**config.mk**
```make
export PLATFORM = sky130hd
export DESIGN_NAME = fe_mult_seq
export DESIGN_NICKNAME = d
export VERILOG_FILES = /design/src/verilog/fe_pkg.sv /design/src/verilog/fe_mult_seq.sv
export VERILOG_INCLUDE_DIRS = /design/src /design/src/verilog
export SDC_FILE = /design/constraint.sdc
export NUM_CORES = 1
export LEC_CHECK = 0
export ABC_CLOCK_PERIOD_IN_PS = 17000
export BUFFER_PORTS_ARGS = -buffer_cell sky130_fd_sc_hd__buf_2
export CAP_MARGIN = 20
export CORE_ASPECT_RATIO = 0.7
export CORE_MARGIN = 5
export CORE_UTILIZATION = 35
export CTS_CLUSTER_SIZE = 30
export DETAILED_ROUTE_END_ITERATION = 10
export PLACE_DENSITY = 0.72
export SYNTH_ARGS = -nofsm -noshare
export SYNTH_HDL_FRONTEND = slang
export SYNTH_SLANG_ARGS = --single-unit
export TNS_END_PERCENT = 100
```
**constraint.sdc**
```tcl
create_clock -name clk -period 17 [get_ports clk]
set_input_delay 1.7 -clock clk [delete_from_list [all_inputs] [get_ports clk]]
set_output_delay 1.7 -clock clk [all_outputs]
set_load 0.02 [all_outputs]
```
**src/verilog/fe_consts.svh**
```systemverilog
`ifndef FE_CONSTS_SVH
`define FE_CONSTS_SVH

//////////////////////////////////////////////////////////////////////
// Field element geometry

// Limbs per element and bits per limb
`define FE_NLIMBS 32
`define FE_LIMB_W 8

// Width of one accumulated output limb from the pass unit
`define FE_SUM_W 32

// Limb products summed in each pass cycle
`define FE_PRODS_PER_CYC 4

//////////////////////////////////////////////////////////////////////
// APB byte addresses

`define FE_ADDR_A 8'h00
`define FE_ADDR_B 8'h20
`define FE_ADDR_CTRL 8'h40
`define FE_ADDR_STATUS 8'h44
`define FE_ADDR_R 8'h60

//////////////////////////////////////////////////////////////////////
// Reduction weights

// 2^256 mod p for products that wrap past the top limb
`define FE_WRAP_MUL 38
// 2^255 mod p for bits folded down from the top limb
`define FE_FOLD_MUL 19

`endif
```
**src/verilog/fe_pkg.sv**
```systemverilog
`include "fe_consts.svh"

package fe_pkg;

	//////////////////////////////////////////////////////////////////////
	// Field element word

	// One 256-bit element mod 2^255-19
	// The register file slices it as a flat integer
	// The multiplier chain walks it limb by limb
	typedef union packed {
		// Flat view for 32-bit bus words
		logic [`FE_NLIMBS*`FE_LIMB_W-1:0] flat;
		// Byte limbs, limb 0 is least significant
		logic [`FE_NLIMBS-1:0][`FE_LIMB_W-1:0] limbs;
	} fe_u;

endpackage

```
**src/verilog/fe_mult_seq.sv**
```systemverilog
`include "fe_consts.svh"

module fe_mult_seq import fe_pkg::*; (
	input  logic       clk,
	input  logic       rst_n_i,
	input  logic       start_i,
	input  fe_u        b_i,
	input  logic       pass_done_i,
	output logic       pass_en_o,
	output logic [4:0] pass_idx_o,
	output fe_u        b_rot_o
);

	// Index of the final pass
	localparam logic [4:0] LAST_PASS = 5'(`FE_NLIMBS - 1);

	fe_u  b_first;
	fe_u  b_next;
	logic advance;

	//////////////////////////////////////////////////////////////////////
	// B limb arrangement

	// Pass 0 pairs A limb j with B limb (0 - j) mod 32
	// So limb 0 stays and the rest are reversed
	always_comb begin
		b_first.limbs[0] = b_i.limbs[0];
		for (int i = 1; i < `FE_NLIMBS; i++) begin
			b_first.limbs[i] = b_i.limbs[`FE_NLIMBS - i];
		end
	end

	// Each later pass shifts every limb up one place
	// Top limb wraps to the bottom
	always_comb begin
		b_next.limbs[0] = b_rot_o.limbs[`FE_NLIMBS - 1];
		for (int i = 1; i < `FE_NLIMBS; i++) begin
			b_next.limbs[i] = b_rot_o.limbs[i - 1];
		end
	end

	// Another pass follows unless the last one just ended
	assign advance = pass_done_i && (pass_idx_o != LAST_PASS);

	//////////////////////////////////////////////////////////////////////
	// Pass control

	always_ff @(posedge clk or negedge rst_n_i) begin
		if (!rst_n_i) begin
			pass_en_o  <= 1'b0;
			pass_idx_o <= '0;
		end else begin
			// Launch one cycle after start or after a pass completes
			pass_en_o <= start_i | advance;
			if (start_i) begin
				pass_idx_o <= '0;
			end else if (advance) begin
				pass_idx_o <= pass_idx_o + 5'd1;
			end
		end
	end

	// Rotated operand held steady for the whole pass
	always_ff @(posedge clk) begin
		if (start_i) begin
			b_rot_o <= b_first;
		end else if (advance) begin
			b_rot_o <= b_next;
		end
	end

endmodule

```
==> metrics.txt <==
Final Hold Vio Count=0; final worst slack=12.36 ns; Fmax=215.3 MHz; Switch Pwr=472.1 uW; Tmin final=4.645 ns; Max clock buf depth=3; CTS buffer count=27; most frequent cells in the layout=buf_2 (520), edfxtp_1 (256), mux2_4 (170); Row Count=56; commonest non-fill, non-tap cell in the layout=buf_2; CP max stage delay=0.85 ns; Crit path top cell by count=buf_4; outcome=finished, final reports clean; die area=37560 sq um; Inst Count DP=1498; Yosys cell types=20; crit end category=flip-flop; Final #Nets=1354; mux cell area share after synthesis=29.99%; r2r startpoint=pass_idx_o[0]$_DFFE_PN0P_; flops & latches, synth=262; Flop pwr share=48.1%; Synth Area in Compound Gates=0.1166%; global-route wire length before repair=48760 um; CTS root buf=clkbuf_16; CTS Sinks=262; CTS tree=built; worst path arrival time=4.80 ns; CTS HTree Levels=1; initial antenna violation count=5; core area=33420 sq um; hold buffers post-CTS=0; sequential share of the synthesized area=66.39%; Final HPWL DP=26280 um; Final Cycle Share=27.32%; Leak=0.007024 uW; Crit Path Max Fanout=93; synth-to-layout area growth=32.06%; clock slew at reported path FFs=0.06 ns; DIE HEIGHT=163.7 um; share of layout cells above drive strength 1=74.37%; RSZ-0062 raised after global routing=no; Internal=1276 uW; Die X-Extent=229.5 um; DRC=0; Syn Inst Count=566; worst-margin pin slew=1.087 ns; clock skew=0.01281 ns; gr usage total=17.01%; DRT iter0 DRCs=504; final std cells w/o fill=1548; synthesized-area fraction occupied by xor and xnor cells=0.1484%; type of origin of the critical path=primary input; Routed WL=34600 um; Syn Nets=828; Resized cells post-CTS=0; Synth area leaders=edfxtp_1 (65%), mux2_4 (22%), mux2_2 (7.8%); routed len/inst=22.35 um; total number of vias=7252; CP cell instances=buf_8 -> nand2b_4 -> buf_4 -> buf_4; top cell type's share of synthesized area=65.12%; final setup fails=0; YS warnings=0; DRT Pass-1 Iters=5; Place WS=11.84 ns; class of the worst hold path=flip-flop to flip-flop; antenna viol nets, final=0; area leader, netlist=edfxtp_1; crit path kind=primary input to flip-flop; Worst-Skew Late Latency=0.53 ns; vias in the first global route=7622; Final GP Congestion=0.8287; I/O pin cnt=522; # Post-CTS Setup Buffers=0; # Max-Cap Violations=0; Hold Crit Start=b_rot_o[197]$_DFFE_PP_; Comb pwr share=18.3%; crit path from=start_i; I/O Buffers=521; grt total ovfl=0; clock power share=33.6%; post-layout util=46.65%; largest family of logic cells by synthesized area=multiplexers; Post-Synth Adder-Cell Area=0.2120%; starting density of the core=35.32%; largest net degree at the start of global routing=94; Slew HR=27.56%; Cell Pwr Density=112.1 nW/um^2; final hold slack=0.5666 ns; CP max-delay cell=buf_4; sw frac=27.01%; max-slew violations=0; maximum vdd drop=0.00008134 V; total negative slack=0 ns; Synth Cell Area=11810 sq um; Critical Path RT=17.16 ns; synthesized area per cell=20.86 sq um; routed vias/inst=4.685; Synth Area in Simple Gates=0.5511%
-- power by group through the flow --
stage | Clock, uW | Combinational (uW) | Sequential [uW]
final | 587 | 321 | 840
after global routing | 631 | 338 | 847
after CTS | 603 | 325 | 842
after detailed placement | 0 | 323 | 854
after global placement | 0 | 320 | 853
after floorplan | 0 | 116 | 933
-- metrics by stage --
| stage | total power, uW | cell area [sq um] |
|---|---|---|
| 2_1_floorplan | 1048 | 11810 |
| 3_3_place_gp | 1173 | 14710 |
| 3_5_place_dp | 1177 | 14710 |
| 4_1_cts | 1770 | 15590 |
| 5_1_grt | 1816 | 15590 |
| 6_report | 1748 | 15590 |
-- worst max-delay path: cells and delay by family --
kind | cells | cell delay [ns]
and+or+nand+nor | 1 | 0.67
buffers and inverters | 3 | 2.19
-- synthesized netlist by cell type (all sizes together) --
master / number
edfxtp: 256
mux2: 256
buf: 30
dfrtp: 6
nor2: 4
ha: 2
mux2i: 2
nand2b: 2
xor2: 2
a21oi: 1
and3: 1
nand3: 1
nand3b: 1
o21ai: 1
or3: 1
-- routing by layer --
layer / track usage (%) / part of all wire [%]
met5: 0 / 0.078
met4: 4.807 / 3.0
met2: 29.34 / 50
met1: 20.37 / 39
met3: 5.943 / 8.8
-- cell families (layout without fill, tap and decap cells) --
logic type	after synthesis	count (layout)
AOI/OAI and AO/OA	2	2
xor gates and xnor gates	2	2
adders and majority gates	2	2
buffers and inverters	30	576
DFF	262	262
muxes	258	258
other	0	1
and+or+nand+nor	10	10
-- final timing paths --
path / endpoint / slack (ns) / depth (start not counted)
max: b_rot_o[95]$_DFFE_PP_ / 12.36 / 4
max reg2reg: b_rot_o[95]$_DFFE_PP_ / 13.09 / 7
max in group asynchronous: pass_idx_o[1]$_DFFE_PN0P_ / 15.87 / 1
min in group asynchronous: pass_idx_o[2]$_DFFE_PN0P_ / 0.98 / 1
min reg2reg: b_rot_o[205]$_DFFE_PP_ / 0.57 / 1
min: b_rot_o[205]$_DFFE_PP_ / 0.57 / 1
-- final cells by class --
type,count,area (sq um)
clock buffer,31,720.7
multi-input combinational,274,3670
timing repair buffer,527,2663
fill,2940,17830
antenna,1,2.502
sequential,262,7838
clock inverter,18,152.6
tap,435,544.3
-- sequential cells by signal, summed over array words and instances, names as in the netlist --
signal      flops
b_rot_o       256
pass_en_o       1
pass_idx_o      5
Note: power is estimated with default switching activity, not from simulation.
