## src/verilog/fe_consts.svh

```systemverilog
`ifndef FE_CONSTS_SVH
`define FE_CONSTS_SVH

//////////////////////////////////////////////////////////////////////
// Field element geometry

// Limbs per element and bits per limb
`define FE_NLIMBS 32
`define FE_LIMB_W 8

// Width of one accumulated output limb from the pass unit
`define FE_SUM_W 32

// Limb products summed in each pass cycle
`define FE_PRODS_PER_CYC 4

//////////////////////////////////////////////////////////////////////
// APB byte addresses

`define FE_ADDR_A 8'h00
`define FE_ADDR_B 8'h20
`define FE_ADDR_CTRL 8'h40
`define FE_ADDR_STATUS 8'h44
`define FE_ADDR_R 8'h60

//////////////////////////////////////////////////////////////////////
// Reduction weights

// 2^256 mod p for products that wrap past the top limb
`define FE_WRAP_MUL 38
// 2^255 mod p for bits folded down from the top limb
`define FE_FOLD_MUL 19

`endif
```

## src/verilog/fe_pkg.sv

```systemverilog
`include "fe_consts.svh"

package fe_pkg;

	//////////////////////////////////////////////////////////////////////
	// Field element word

	// One 256-bit element mod 2^255-19
	// The register file slices it as a flat integer
	// The multiplier chain walks it limb by limb
	typedef union packed {
		// Flat view for 32-bit bus words
		logic [`FE_NLIMBS*`FE_LIMB_W-1:0] flat;
		// Byte limbs, limb 0 is least significant
		logic [`FE_NLIMBS-1:0][`FE_LIMB_W-1:0] limbs;
	} fe_u;

endpackage

```

## src/verilog/fe_reduce.sv

```systemverilog
`include "fe_consts.svh"

module fe_reduce import fe_pkg::*; (
	input  logic                 clk,
	input  logic                 rst_n_i,
	input  logic                 start_i,
	input  logic                 sum_valid_i,
	input  logic [`FE_SUM_W-1:0] sum_i,
	output logic                 done_o,
	output fe_u                  r_o
);

	// FSM encoding
	localparam logic [2:0] ST_IDLE    = 3'd0;
	localparam logic [2:0] ST_COLLECT = 3'd1;
	localparam logic [2:0] ST_CARRY1  = 3'd2;
	localparam logic [2:0] ST_CARRY2  = 3'd3;
	localparam logic [2:0] ST_SUB     = 3'd4;

	localparam logic [4:0] LAST_LIMB = 5'(`FE_NLIMBS - 1);

	// The field prime 2^255 - 19
	localparam logic [255:0] P_MOD = (256'd1 << 255) - 256'd19;

	logic [2:0]           state;
	logic [4:0]           limb_idx;
	logic [`FE_SUM_W-1:0] sums [`FE_NLIMBS];
	logic [`FE_SUM_W-1:0] carry;
	logic [`FE_SUM_W-1:0] t;
	logic [256:0]         diff;

	// Limb plus incoming carry
	assign t = sums[limb_idx] + carry;

	// Top bit set means a borrow, so the value is already below p
	assign diff = {1'b0, r_o.flat} - {1'b0, P_MOD};

	//////////////////////////////////////////////////////////////////////
	// FSM

	always_ff @(posedge clk or negedge rst_n_i) begin
		if (!rst_n_i) begin
			state    <= ST_IDLE;
			limb_idx <= '0;
			done_o   <= 1'b0;
		end else begin
			done_o <= 1'b0;
			case (state)
				ST_COLLECT: begin
					// Sums arrive in limb order
					if (sum_valid_i) begin
						limb_idx <= limb_idx + 5'd1;
						if (limb_idx == LAST_LIMB) begin
							state <= ST_CARRY1;
						end
					end
				end
				ST_CARRY1: begin
					limb_idx <= limb_idx + 5'd1;
					if (limb_idx == LAST_LIMB) begin
						state <= ST_CARRY2;
					end
				end
				ST_CARRY2: begin
					limb_idx <= limb_idx + 5'd1;
					if (limb_idx == LAST_LIMB) begin
						state <= ST_SUB;
					end
				end
				ST_SUB: begin
					// Stay until the value drops below p
					if (diff[256]) begin
						state  <= ST_IDLE;
						done_o <= 1'b1;
					end
				end
				default: ;
			endcase
			// New operation restarts collection
			if (start_i) begin
				state    <= ST_COLLECT;
				limb_idx <= '0;
			end
		end
	end

	//////////////////////////////////////////////////////////////////////
	// Datapath

	always_ff @(posedge clk) begin
		case (state)
			ST_COLLECT: begin
				if (sum_valid_i) begin
					sums[limb_idx] <= sum_i;
					// Round 1 starts with no carry
					carry <= '0;
				end
			end
			ST_CARRY1: begin
				if (limb_idx == LAST_LIMB) begin
					// Limb 31 keeps bits below 2^255
					// Everything from bit 7 up comes back into limb 0 times 19
					sums[limb_idx] <= `FE_SUM_W'(t[`FE_LIMB_W-2:0]);
					carry <= (t >> (`FE_LIMB_W - 1)) * `FE_FOLD_MUL;
				end else begin
					sums[limb_idx] <= `FE_SUM_W'(t[`FE_LIMB_W-1:0]);
					carry <= t >> `FE_LIMB_W;
				end
			end
			ST_CARRY2: begin
				// Carries are tiny by now
				// Limb 31 ends at most 128, so the value stays below 2p
				r_o.limbs[limb_idx] <= t[`FE_LIMB_W-1:0];
				carry <= t >> `FE_LIMB_W;
			end
			ST_SUB: begin
				if (!diff[256]) begin
					r_o.flat <= diff[255:0];
				end
			end
			default: ;
		endcase
	end

endmodule

```

## config.mk

```make
export PLATFORM = sky130hd
export DESIGN_NAME = fe_reduce
export DESIGN_NICKNAME = d
export VERILOG_FILES = /design/src/verilog/fe_pkg.sv /design/src/verilog/fe_reduce.sv
export VERILOG_INCLUDE_DIRS = /design/src /design/src/verilog
export SDC_FILE = /design/constraint.sdc
export NUM_CORES = 2
export LEC_CHECK = 0
export ABC_AREA = 1
export BUFFER_PORTS_ARGS = -buffer_cell sky130_fd_sc_hd__clkbuf_2
export CAP_MARGIN = 40
export CORE_UTILIZATION = 60
export CTS_CLUSTER_SIZE = 28
export DETAILED_ROUTE_END_ITERATION = 10
export PLACE_DENSITY = 0.88
export SYNTH_ARGS = -nofsm -noshare
export SYNTH_HDL_FRONTEND = slang
export SYNTH_SLANG_ARGS = --single-unit
```

## constraint.sdc

```tcl
create_clock -name clk -period 6.6 [get_ports clk]
set_clock_uncertainty 0.05 [all_clocks]
set_input_delay 1.32 -clock clk [delete_from_list [all_inputs] [get_ports clk]]
set_output_delay 1.32 -clock clk [all_outputs]
set_load 0.1 [all_outputs]
```

==> results of run 1 <==
## logic make-up after synthesis
family	share of synthesized area, %
XOR/XNOR	3.15
AO/OA/AOI/OAI	11.4
flip-flops	59.1
adder cells (fa/ha/maj)	2.34
AND/OR/NAND/NOR	18.8
buffers and inverters	5.19
## through the flow
stage                     worst slack (ps)  hold WS, ps  util, %  std cells  TNS (ps)
after floorplan                        543          455        -       6942         0
after global placement               -70.5          451     65.3       8778     -75.6
after detailed placement              -309          479     65.6       8813     -1830
after CTS                             1.79          397     70.1       9068         0
## repair_timing
action                                  in CTS
cloned                                       6
pin swaps                                   11
endpoints found under the setup margin      23
gates resized for setup                     93
buffers inserted                             5
==> results.cfg, run 1 <==
[run_status]
failing_step = global routing
firstError = [ERROR GRT-0183] Net _05488_: the 3D maze router ran out of legal paths (heap underflow) - the net is boxed in by local congestion or blockages.
status = aborted with a tool error

[logic_synthesis]
ys_top_cells_by_count = edfxtp_1, nor2_1, nand2_1
yosys_warnings = 0
synth_ff_type = edfxtp_1
syn_avg_cell_area_um2 = 9.65
synth-edff-count = 1310
syn_area_mm2 = 0.0670
netlist_top_cells_area = edfxtp_1, nor2_1, nand2_1
ys_ff_latch = 1319
synth_largest_area_cell = edfxtp_1
yosysUniqueCellTypes = 58
syn-num-nets = 7090
synth_top_area_share_pct = 58.8
post-synth-top-count-cell = edfxtp_1
synth.yosys.seq_area_share_pct = 59.1
synthArstFlopShare_pct = 0.682
synthCells = 6942

[placed_design]
gp_congestion = 1.15
port_buffers = 292
post_dp_cell_area_mm2 = 0.0726
place.detailed.hpwl_um = 217000

[timing]
worstEpCategory = register data pin
postGrtWorstEndpoint = carry[25]$_SDFFCE_PN0P_/D

[die]
die_x_um = 336
initial_utilization_pct = 60.5
io_pins = 293
die_y_um = 336
placementRows = 122

[cts]
htree_num_levels = 4
max-clock-path-buffers = 3
cts_hold_buf = 0
numCtsBuffers = 136
root_buffer = clkbuf_16
clock_sinks = 1319

[global_routing]
grt_max_degree = 82
==> inputs of run 2 (changes only) <==
CORE_UTILIZATION = 40   (was 60)
CTS_CLUSTER_SIZE = unset   (was 28)
PLACE_DENSITY = unset   (was 0.88)
PLACE_DENSITY_LB_ADDON = 0.15   (was unset)
==> results.cfg, run 2 <==
[logic_synthesis]
synth_ff_type = edfxtp_1
yosysUniqueCellTypes = 58
synth-edff-count = 1310
yosys_warnings = 0
synth_top_area_share_pct = 58.8
syn_area_mm2 = 0.0670
syn_avg_cell_area_um2 = 9.65
synthArstFlopShare_pct = 0.682
netlist_top_cells_area = edfxtp_1, nor2_1, nand2_1
ys_ff_latch = 1319
synth_largest_area_cell = edfxtp_1
ys_top_cells_by_count = edfxtp_1, nor2_1, nand2_1
post-synth-top-count-cell = edfxtp_1
synth.yosys.seq_area_share_pct = 59.1
syn-num-nets = 7090
synthCells = 6942

[final_layout]
largestRegisters = sums (1024), r_o (256), carry (30)
final_layout_size_suffix_gt1_share_pct = 17.3
largest_reg_flops = 1024
most-common-layout-cells = edfxtp_1, nand2_1, nor2_1, o21ai_0, inv_1
area_growth_pct = 21.7
regMostFlops = sums
final_common_cell = edfxtp_1
final_nets = 7826

[die]
coreArea_mm2 = 0.166
placementRows = 149
die_y_um = 411
initial_utilization_pct = 40.4
io_pins = 293
die_x_um = 411
dieArea_mm2 = 0.169

[cts]
clock_latency_ps = 840
max-clock-path-buffers = 3
clock_sinks = 1319
htree_num_levels = 4
cts_tree = yes
numCtsBuffers = 148
cts.clk_slew.worst_paths_ps = 60
cts_hold_buf = 0
root_buffer = clkbuf_16

[timing]
tns_ps = 0
final_max_slew_viol_count = 0
min_period_ps = 6400
final-setup-viol-count = 0
worst_pin_slew_ps = 980
finalHoldViolCount = 0
rsz0062_at_grt = true
max_freq_ghz = 0.156
slew_headroom_pct = 34.5
fin_crit_sh_pct = 96.9

[worst_setup_path]
worstSetupPathType = flip-flop to flip-flop
critPathMaxFanout = 8
worst_ep_required_time_ps = 7110
end_kind = flip-flop
start_kind = flip-flop
reg2reg_depth = 39
slowest_stage = dfrtp_4
cp.arrival_ps = 6910
cpPeakStageDelay_ps = 570

[global_routing]
grt-ovfl-total = 0
track_usage_pct = 37.9
grt_pass1_wl_um = 444000
grt_pass1_vias = 54800
antenna_found_initial = 10
grt_max_degree = 91

[placed_design]
place.detailed.hpwl_um = 242000
gp_congestion = 1.07
port_buffers = 292

[drt]
drt-initial-drc-count = 7487
drtPass1Iterations = 8
remaining_drc_errors = 0
via_count = 58800
ant_nets = 0
wirelength_um = 328000
drt-vias-per-instance = 5.89
wl_per_cell_um = 32.9

[run_status]
status = completed

[hold_path]
hp-class = input pin to asynchronous set/reset pin

[run]
drv_cap = 0
run 2: repair_timing:
item | 4_1_cts | 5_1_grt
setup buffers | 2 | 15
resized for setup | 25 | 183
gates cloned | 0 | 4
pin swaps | 2 | 23
setup endpoints to repair | 14 | 22
run 2: final timing paths:
kind | slack, ps | endpoint | from
max in group asynchronous | 5710 | limb_idx[0] | rst_n_i
worst min register to register | 550 | state[2] | state[2]
worst min-delay path | 400 | state[2] | rst_n_i
min in group clk | 550 | state[2] | state[2]
worst max register to register | 200 | carry[20] | limb_idx[0]
worst max-delay path | 200 | carry[20] | limb_idx[0]
run 2: metal layers:
metal  track usage [%]  share of wire, %  wire [µm]
met5                 0             0.012         41
met4              20.3               6.3      20600
met3              5.94               7.8      25600
met2              59.5                45     148000
met1              50.5                41     134000
run 2: area by class of cell:
class | instances | area (µm²)
multi-input cells | 4719 | 25100
diodes | 4 | 10.0
well taps | 2189 | 2740
repair inverters | 1 | 11.3
inverters | 643 | 2450
fillers | 15600 | 84100
clock inverters | 80 | 978
clock buffers | 185 | 3890
repair buffers | 846 | 6750
flip-flops and latches | 1319 | 39600
run 2: kinds of logic (layout without fill, tap and decap cells):
family,after synthesis,count (layout),synth area share [%]
AOI/OAI and AO/OA,1360,1360,11.4
xor gates and xnor gates,241,241,3.15
adders and majority gates,112,112,2.34
buffers and inverters,904,1755,5.19
DFF,1319,1319,59.1
other,0,4,0
and+or+nand+nor,3006,3006,18.8
run 2: metrics by stage:
step	instance area [µm²]	instances	hold WS (ps)	util [%]	setup slack, ps
finish	81500	9986	402	49.2	202
global route	81500	9983	395	49.2	-175
CTS	80500	9963	368	48.6	10.5
detailed placement	75500	9696	514	45.6	-231
global placement	74500	9629	498	45.0	-177
floorplan	67000	6942	455	-	543
run 2: worst max-delay path: cells and delay by family, from the launching register on:
kind / cells / cell delay (ps)
buf+inv: 14 / 1550
simple gates: 15 / 1860
flops: 1 / 570
fa+ha+maj: 4 / 1310
compound gates: 6 / 750
Power of run 2 is left out: the tool's default activity adds up to more than one toggle a clock period on the data nets, which glitch-free logic cannot reach.
