`src/verilog/fe_consts.svh`:
```
`ifndef FE_CONSTS_SVH
`define FE_CONSTS_SVH

//////////////////////////////////////////////////////////////////////
// Field element geometry

// Limbs per element and bits per limb
`define FE_NLIMBS 32
`define FE_LIMB_W 8

// Width of one accumulated output limb from the pass unit
`define FE_SUM_W 32

// Limb products summed in each pass cycle
`define FE_PRODS_PER_CYC 4

//////////////////////////////////////////////////////////////////////
// APB byte addresses

`define FE_ADDR_A 8'h00
`define FE_ADDR_B 8'h20
`define FE_ADDR_CTRL 8'h40
`define FE_ADDR_STATUS 8'h44
`define FE_ADDR_R 8'h60

//////////////////////////////////////////////////////////////////////
// Reduction weights

// 2^256 mod p for products that wrap past the top limb
`define FE_WRAP_MUL 38
// 2^255 mod p for bits folded down from the top limb
`define FE_FOLD_MUL 19

`endif
```
`src/verilog/fe_pkg.sv`:
```
`include "fe_consts.svh"

package fe_pkg;

	//////////////////////////////////////////////////////////////////////
	// Field element word

	// One 256-bit element mod 2^255-19
	// The register file slices it as a flat integer
	// The multiplier chain walks it limb by limb
	typedef union packed {
		// Flat view for 32-bit bus words
		logic [`FE_NLIMBS*`FE_LIMB_W-1:0] flat;
		// Byte limbs, limb 0 is least significant
		logic [`FE_NLIMBS-1:0][`FE_LIMB_W-1:0] limbs;
	} fe_u;

endpackage

```
`src/verilog/fe_apb_regs.sv`:
```
`include "fe_consts.svh"

module fe_apb_regs import fe_pkg::*; (
	input  logic        clk,
	input  logic        rst_n_i,

	input  logic        psel_i,
	input  logic        penable_i,
	input  logic        pwrite_i,
	input  logic [7:0]  paddr_i,
	input  logic [31:0] pwdata_i,
	output logic [31:0] prdata_o,
	output logic        pready_o,
	output logic        pslverr_o,

	output fe_u         a_o,
	output fe_u         b_o,
	output logic        start_o,

	input  logic        done_i,
	input  fe_u         r_i
);

	// Base addresses as sliceable values
	localparam logic [7:0] ADDR_A      = `FE_ADDR_A;
	localparam logic [7:0] ADDR_B      = `FE_ADDR_B;
	localparam logic [7:0] ADDR_CTRL   = `FE_ADDR_CTRL;
	localparam logic [7:0] ADDR_STATUS = `FE_ADDR_STATUS;
	localparam logic [7:0] ADDR_R      = `FE_ADDR_R;

	logic       access;
	logic       aligned;
	logic [7:0] bit_base;
	logic       hit_a;
	logic       hit_b;
	logic       hit_ctrl;
	logic       hit_status;
	logic       hit_r;
	logic       mapped;
	logic       wr_err;
	logic       wr_ok;
	logic       start_req;
	logic       busy_q;
	logic       done_q;

	//////////////////////////////////////////////////////////////////////
	// Address decode

	// Access phase of an APB transfer
	assign access = psel_i & penable_i;

	// Only whole words are mapped
	assign aligned = (paddr_i[1:0] == 2'b00);

	// First bit of the selected 32-bit word in a 256-bit window
	assign bit_base = {paddr_i[4:2], 5'd0};

	// Eight-word windows match on the top three address bits
	assign hit_a      = aligned && (paddr_i[7:5] == ADDR_A[7:5]);
	assign hit_b      = aligned && (paddr_i[7:5] == ADDR_B[7:5]);
	assign hit_r      = aligned && (paddr_i[7:5] == ADDR_R[7:5]);
	assign hit_ctrl   = (paddr_i == ADDR_CTRL);
	assign hit_status = (paddr_i == ADDR_STATUS);

	assign mapped = hit_a | hit_b | hit_ctrl | hit_status | hit_r;

	//////////////////////////////////////////////////////////////////////
	// Error response

	// STATUS and R are read only
	// Operands and CTRL are locked while a product is in flight
	assign wr_err = !mapped | hit_status | hit_r
		| (busy_q & (hit_a | hit_b | hit_ctrl));

	// Reads fail only on unmapped addresses
	assign pslverr_o = access & (pwrite_i ? wr_err : !mapped);

	// No wait states
	assign pready_o = 1'b1;

	// Writes that land
	assign wr_ok = access & pwrite_i & !wr_err;

	// CTRL bit 0 written as one while idle
	assign start_req = wr_ok & hit_ctrl & pwdata_i[0];

	//////////////////////////////////////////////////////////////////////
	// Operand storage

	// Word writes into the flat view of each operand
	always_ff @(posedge clk) begin
		if (wr_ok && hit_a) begin
			a_o.flat[bit_base +: 32] <= pwdata_i;
		end
		if (wr_ok && hit_b) begin
			b_o.flat[bit_base +: 32] <= pwdata_i;
		end
	end

	//////////////////////////////////////////////////////////////////////
	// Start pulse and status flags

	always_ff @(posedge clk or negedge rst_n_i) begin
		if (!rst_n_i) begin
			start_o <= 1'b0;
			busy_q  <= 1'b0;
			done_q  <= 1'b0;
		end else begin
			// One-cycle pulse into the sequencer and reducer
			start_o <= start_req;
			if (start_req) begin
				busy_q <= 1'b1;
				done_q <= 1'b0;
			end else if (done_i) begin
				// Reducer finished
				busy_q <= 1'b0;
				done_q <= 1'b1;
			end
		end
	end

	//////////////////////////////////////////////////////////////////////
	// Read mux

	always_comb begin
		prdata_o = '0;
		if (hit_a) begin
			prdata_o = a_o.flat[bit_base +: 32];
		end else if (hit_b) begin
			prdata_o = b_o.flat[bit_base +: 32];
		end else if (hit_status) begin
			// Bit 1 done, bit 0 busy
			prdata_o = {30'd0, done_q, busy_q};
		end else if (hit_r) begin
			prdata_o = r_i.flat[bit_base +: 32];
		end
		// CTRL reads back as zero
	end

endmodule

```
`config.mk`:
```
export PLATFORM = sky130hd
export DESIGN_NAME = fe_apb_regs
export DESIGN_NICKNAME = d
export VERILOG_FILES = /design/src/verilog/fe_pkg.sv /design/src/verilog/fe_apb_regs.sv
export VERILOG_INCLUDE_DIRS = /design/src /design/src/verilog
export SDC_FILE = /design/constraint.sdc
export NUM_CORES = 1
export LEC_CHECK = 0
export ABC_AREA = 1
export BUFFER_PORTS_ARGS = -buffer_cell sky130_fd_sc_hd__clkbuf_2
export CAP_MARGIN = 15
export CORE_AREA = 2 2 326 328
export CTS_BUF_LIST = sky130_fd_sc_hd__clkbuf_2 sky130_fd_sc_hd__clkbuf_4 sky130_fd_sc_hd__clkbuf_8
export CTS_CLUSTER_SIZE = 8
export DETAILED_ROUTE_END_ITERATION = 12
export DIE_AREA = 0 0 328 330
export PLACE_DENSITY = 0.47
export SLEW_MARGIN = 20
export SYNTH_ARGS = -nofsm -noshare
export SYNTH_HDL_FRONTEND = slang
export SYNTH_SLANG_ARGS = --single-unit
```
`constraint.sdc`:
```
create_clock -name clk -period 3.5 [get_ports clk]
set_clock_uncertainty 0.15 [all_clocks]
set_input_delay 0.7 -clock clk [delete_from_list [all_inputs] [get_ports clk]]
set_output_delay 0.7 -clock clk [all_outputs]
set_load 0.05 [all_outputs]
```
==> flow_summary.json <==
{
  "setup.worst_path.start_class": "input pin",
  "post-route-drc-count": 0,
  "most_used_standard_cells_in_the_synthesized_netlist": "sky130_fd_sc_hd__nor2_1 (895), sky130_fd_sc_hd__edfxtp_1 (512), sky130_fd_sc_hd__o21ai_0 (276), sky130_fd_sc_hd__nand3_1 (254), sky130_fd_sc_hd__inv_1 (100)",
  "synthesis.area_per_instance_sq_um": 9.64,
  "tritoncts_num_sinks": 515,
  "worst_slack_ps": -44.1,
  "grt_pass1_wl_um": 230000,
  "route.antenna.remaining_nets": 0,
  "maximum_number_of_pins_on_one_net_before_global_route_repair": 82,
  "yosysWarningCount": 0,
  "path_clk_slew_ps": 60,
  "maxCapViolCount": 0,
  "utilization_after_layout": 0.335,
  "cts_tree": "yes",
  "rsz0062_at_grt": "no",
  "clk_latency_ps": 710,
  "critical_path.startpoint": "paddr_i[2]",
  "clock_path_buffers": 3,
  "dr_wl_cell_um": 35.0,
  "syn-instance-count": 2645,
  "postPlaceCellArea_sq_mm": 0.0332,
  "dp_cells": 4906,
  "final_design_area_no_fill_sq_mm": 0.0351,
  "timing_worst_slew_pin_value_ps": 795,
  "max-slew-margin-rel": 0.464,
  "rr_worst_depth": 7,
  "arrival_time_of_the_worst_setup_path_ps": 2690,
  "floorplan.die_area_sq_mm": 0.108,
  "grt_pass1_vias": 26000,
  "design.final.nets": 3917,
  "critical_path.slowest_cell": "sky130_fd_sc_hd__o211ai_1",
  "dr.pass1.iters": 7,
  "biggest_cell_delay_along_the_critical_path_ps": 510,
  "num_rows": 119,
  "core_sq_mm": 0.105,
  "initial_antenna_violation_count": 50,
  "cts_htree_levels": 3,
  "ys_seq_elements": 515,
  "hold_violations": 0,
  "worst-setup-path-type": "in2out",
  "crit_path_cell_trace": "buf_8 -> buf_16 -> buf_4 -> o21ai_0 -> o211ai_1 -> nand3_1 -> nand3_1 -> clkbuf_2",
  "cts_buffers": 92,
  "outcome": "finished, violations left",
  "power-per-cell-area_mw_per_mm2": 411,
  "finalCritPeriodShare": 1.01,
  "cp_common_cell": "sky130_fd_sc_hd__nand3_1",
  "gp_congestion": 0.956,
  "power_leakage_nw": 13.4,
  "ys_async_sr_fraction": 0.00583,
  "initialDrtViolationCount": 2201,
  "seq_area_frac_synth": 0.606,
  "count_of_cell_types_in_the_netlist": 33,
  "routed_via_density": 5.03,
  "area_growth_syn_to_layout_pct": 37.5,
  "vdd_ir_drop_max_mv": 0.225,
  "dr_total_vias": 25700,
  "cts.repair_timing.setup_buffer_count": 0,
  "timing.final.crit_period_ps": 3540,
  "count_of_input_and_output_buffers": 847,
  "report.final.setup_viol": 1,
  "cts.root.buffer_cell": "sky130_fd_sc_hd__clkbuf_8",
  "min_path_cells": 3,
  "regToRegStartpoint": "busy_q$_DFFE_PN0P_",
  "ranking_of_synthesized_cells_by_area": "sky130_fd_sc_hd__edfxtp_1 (60%), sky130_fd_sc_hd__nor2_1 (13%), sky130_fd_sc_hd__o21ai_0 (5.4%)",
  "place.detailed.hpwl_um": 146000,
  "most_frequent_cell_after_synthesis": "sky130_fd_sc_hd__nor2_1",
  "hold_path_origin": "done_i",
  "critical_path_required_ps": 2650,
  "global_route.overflow_total": 0,
  "most_area_hungry_cell_type_in_the_yosys_netlist": "sky130_fd_sc_hd__edfxtp_1",
  "hold_path_class": "in2reg",
  "fp.dieH_um": 330,
  "synth_flop_cell": "sky130_fd_sc_hd__edfxtp_1",
  "detail_route.wirelength_um": 179000,
  "max_clock_freq_mhz": 282,
  "area_fraction_of_the_dominant_cell_type_after_synthesis": 0.603,
  "die_width_um": 328,
  "floorplan.io_pins": 849,
  "final_cell_count_no_fill": 5101,
  "floorplan.initialDensity": 0.244,
  "synth.net_count": 2952,
  "worst_setup_path_end_kind": "output pin",
  "synth_edf_count": 512,
  "slew_viol_final": 0,
  "violations_in_the_final_reports": "negative setup slack",
  "post_route_cells_drive_above_1_share": 0.353,
  "synthesis.area_sq_mm": 0.0255,
  "grt.total_usage": 0.319,
  "crit_fanout": 46
}
[final cells by class]
class | count | area (sq um)
diodes | 28 | 70.1
clock buffers | 121 | 1490
clock inverters | 45 | 313
fillers | 11200 | 69600
inverters | 104 | 403
multi-input cells | 1815 | 8590
flip-flops and latches | 515 | 15400
well taps | 1391 | 1740
repair buffers | 1082 | 7030
[logic make-up after synthesis]
| group | Yosys count | share of synthesized area |
|---|---|---|
| and+or+nand+nor | 1360 | 0.232 |
| DFF | 515 | 0.606 |
| AOI/OAI and AO/OA | 449 | 0.0960 |
| buffers and inverters | 315 | 0.0635 |
| adders and majority gates | 5 | 0.00245 |
| other | 1 | 0.000147 |
[layout by cell type, fill, tap and decap left out, types with 35 or more instances in the layout]
cell type                  netlist  layout
sky130_fd_sc_hd__nand3_1       254     254
sky130_fd_sc_hd__edfxtp_1      512     512
sky130_fd_sc_hd__clkbuf_8        0      93
sky130_fd_sc_hd__o211ai_1       81      81
sky130_fd_sc_hd__nand2_1        98      98
sky130_fd_sc_hd__buf_4          10     177
sky130_fd_sc_hd__o21ai_1        90      90
sky130_fd_sc_hd__buf_12          0      73
sky130_fd_sc_hd__nor2_1        895     879
sky130_fd_sc_hd__clkbuf_2        0     824
sky130_fd_sc_hd__o21ai_0       276     275
sky130_fd_sc_hd__inv_1         100      98
sky130_fd_sc_hd__nand4_1        35      35
[report_power, final]
group / switching (mW) / internal (mW)
sequential: 0.000158 / 6.74
combinational: 1.32 / 0.608
clock: 2.69 / 3.06
[critical path: cells and delay by family]
kind | cells | cell delay (ps)
buffers and inverters | 4 | 910
AND/OR/NAND/NOR | 2 | 380
AO/OA/AOI/OAI | 2 | 600
[final timing paths]
check                                          end  slack [ps]
min in group asynchronous        start_o$_DFF_PN0_         190
worst min register to register  done_q$_DFFE_PN0P_         390
worst max-delay path                  prdata_o[19]         -40
max in group asynchronous       busy_q$_DFFE_PN0P_        2860
worst min-delay path            done_q$_DFFE_PN0P_          90
worst max register to register  a_o[179]$_DFFE_PP_        1370
[metrics by stage]
stage	power, mW	setup TNS [ps]	worst slack [ps]	hold WS [ps]
2_1_floorplan	7.76	-13750	-215	254
3_3_place_gp	8.79	-118	-113	365
3_5_place_dp	8.79	-58.0	-58.0	379
4_1_cts	14.5	0	36.7	42.4
5_1_grt	14.8	0	2.03	77.7
6_report	14.4	-44.1	-44.1	92.1
[per-layer routing]
layer / up-vias / wire (um) / GRT usage
met3: 320 / 13900 / 0.0907
met1: 12800 / 57500 / 0.305
met2: 1290 / 96900 / 0.614
met4: 28 / 10200 / 0.170
li1: 11200 / - / -
met5: - / 151 / 0
[sequential cells by signal (all words and copies together), names as in the netlist]
name / count
a_o: 256
b_o: 256
busy_q: 1
done_q: 1
start_o: 1
[what timing repair did]
item                                    in CTS  in global routing
hold endpoints to repair                     3                  0
resized for setup                            3                  5
endpoints found under the setup margin       2                  2
hold buffers                                 1                  0
(Power assumes the default switching activity.)
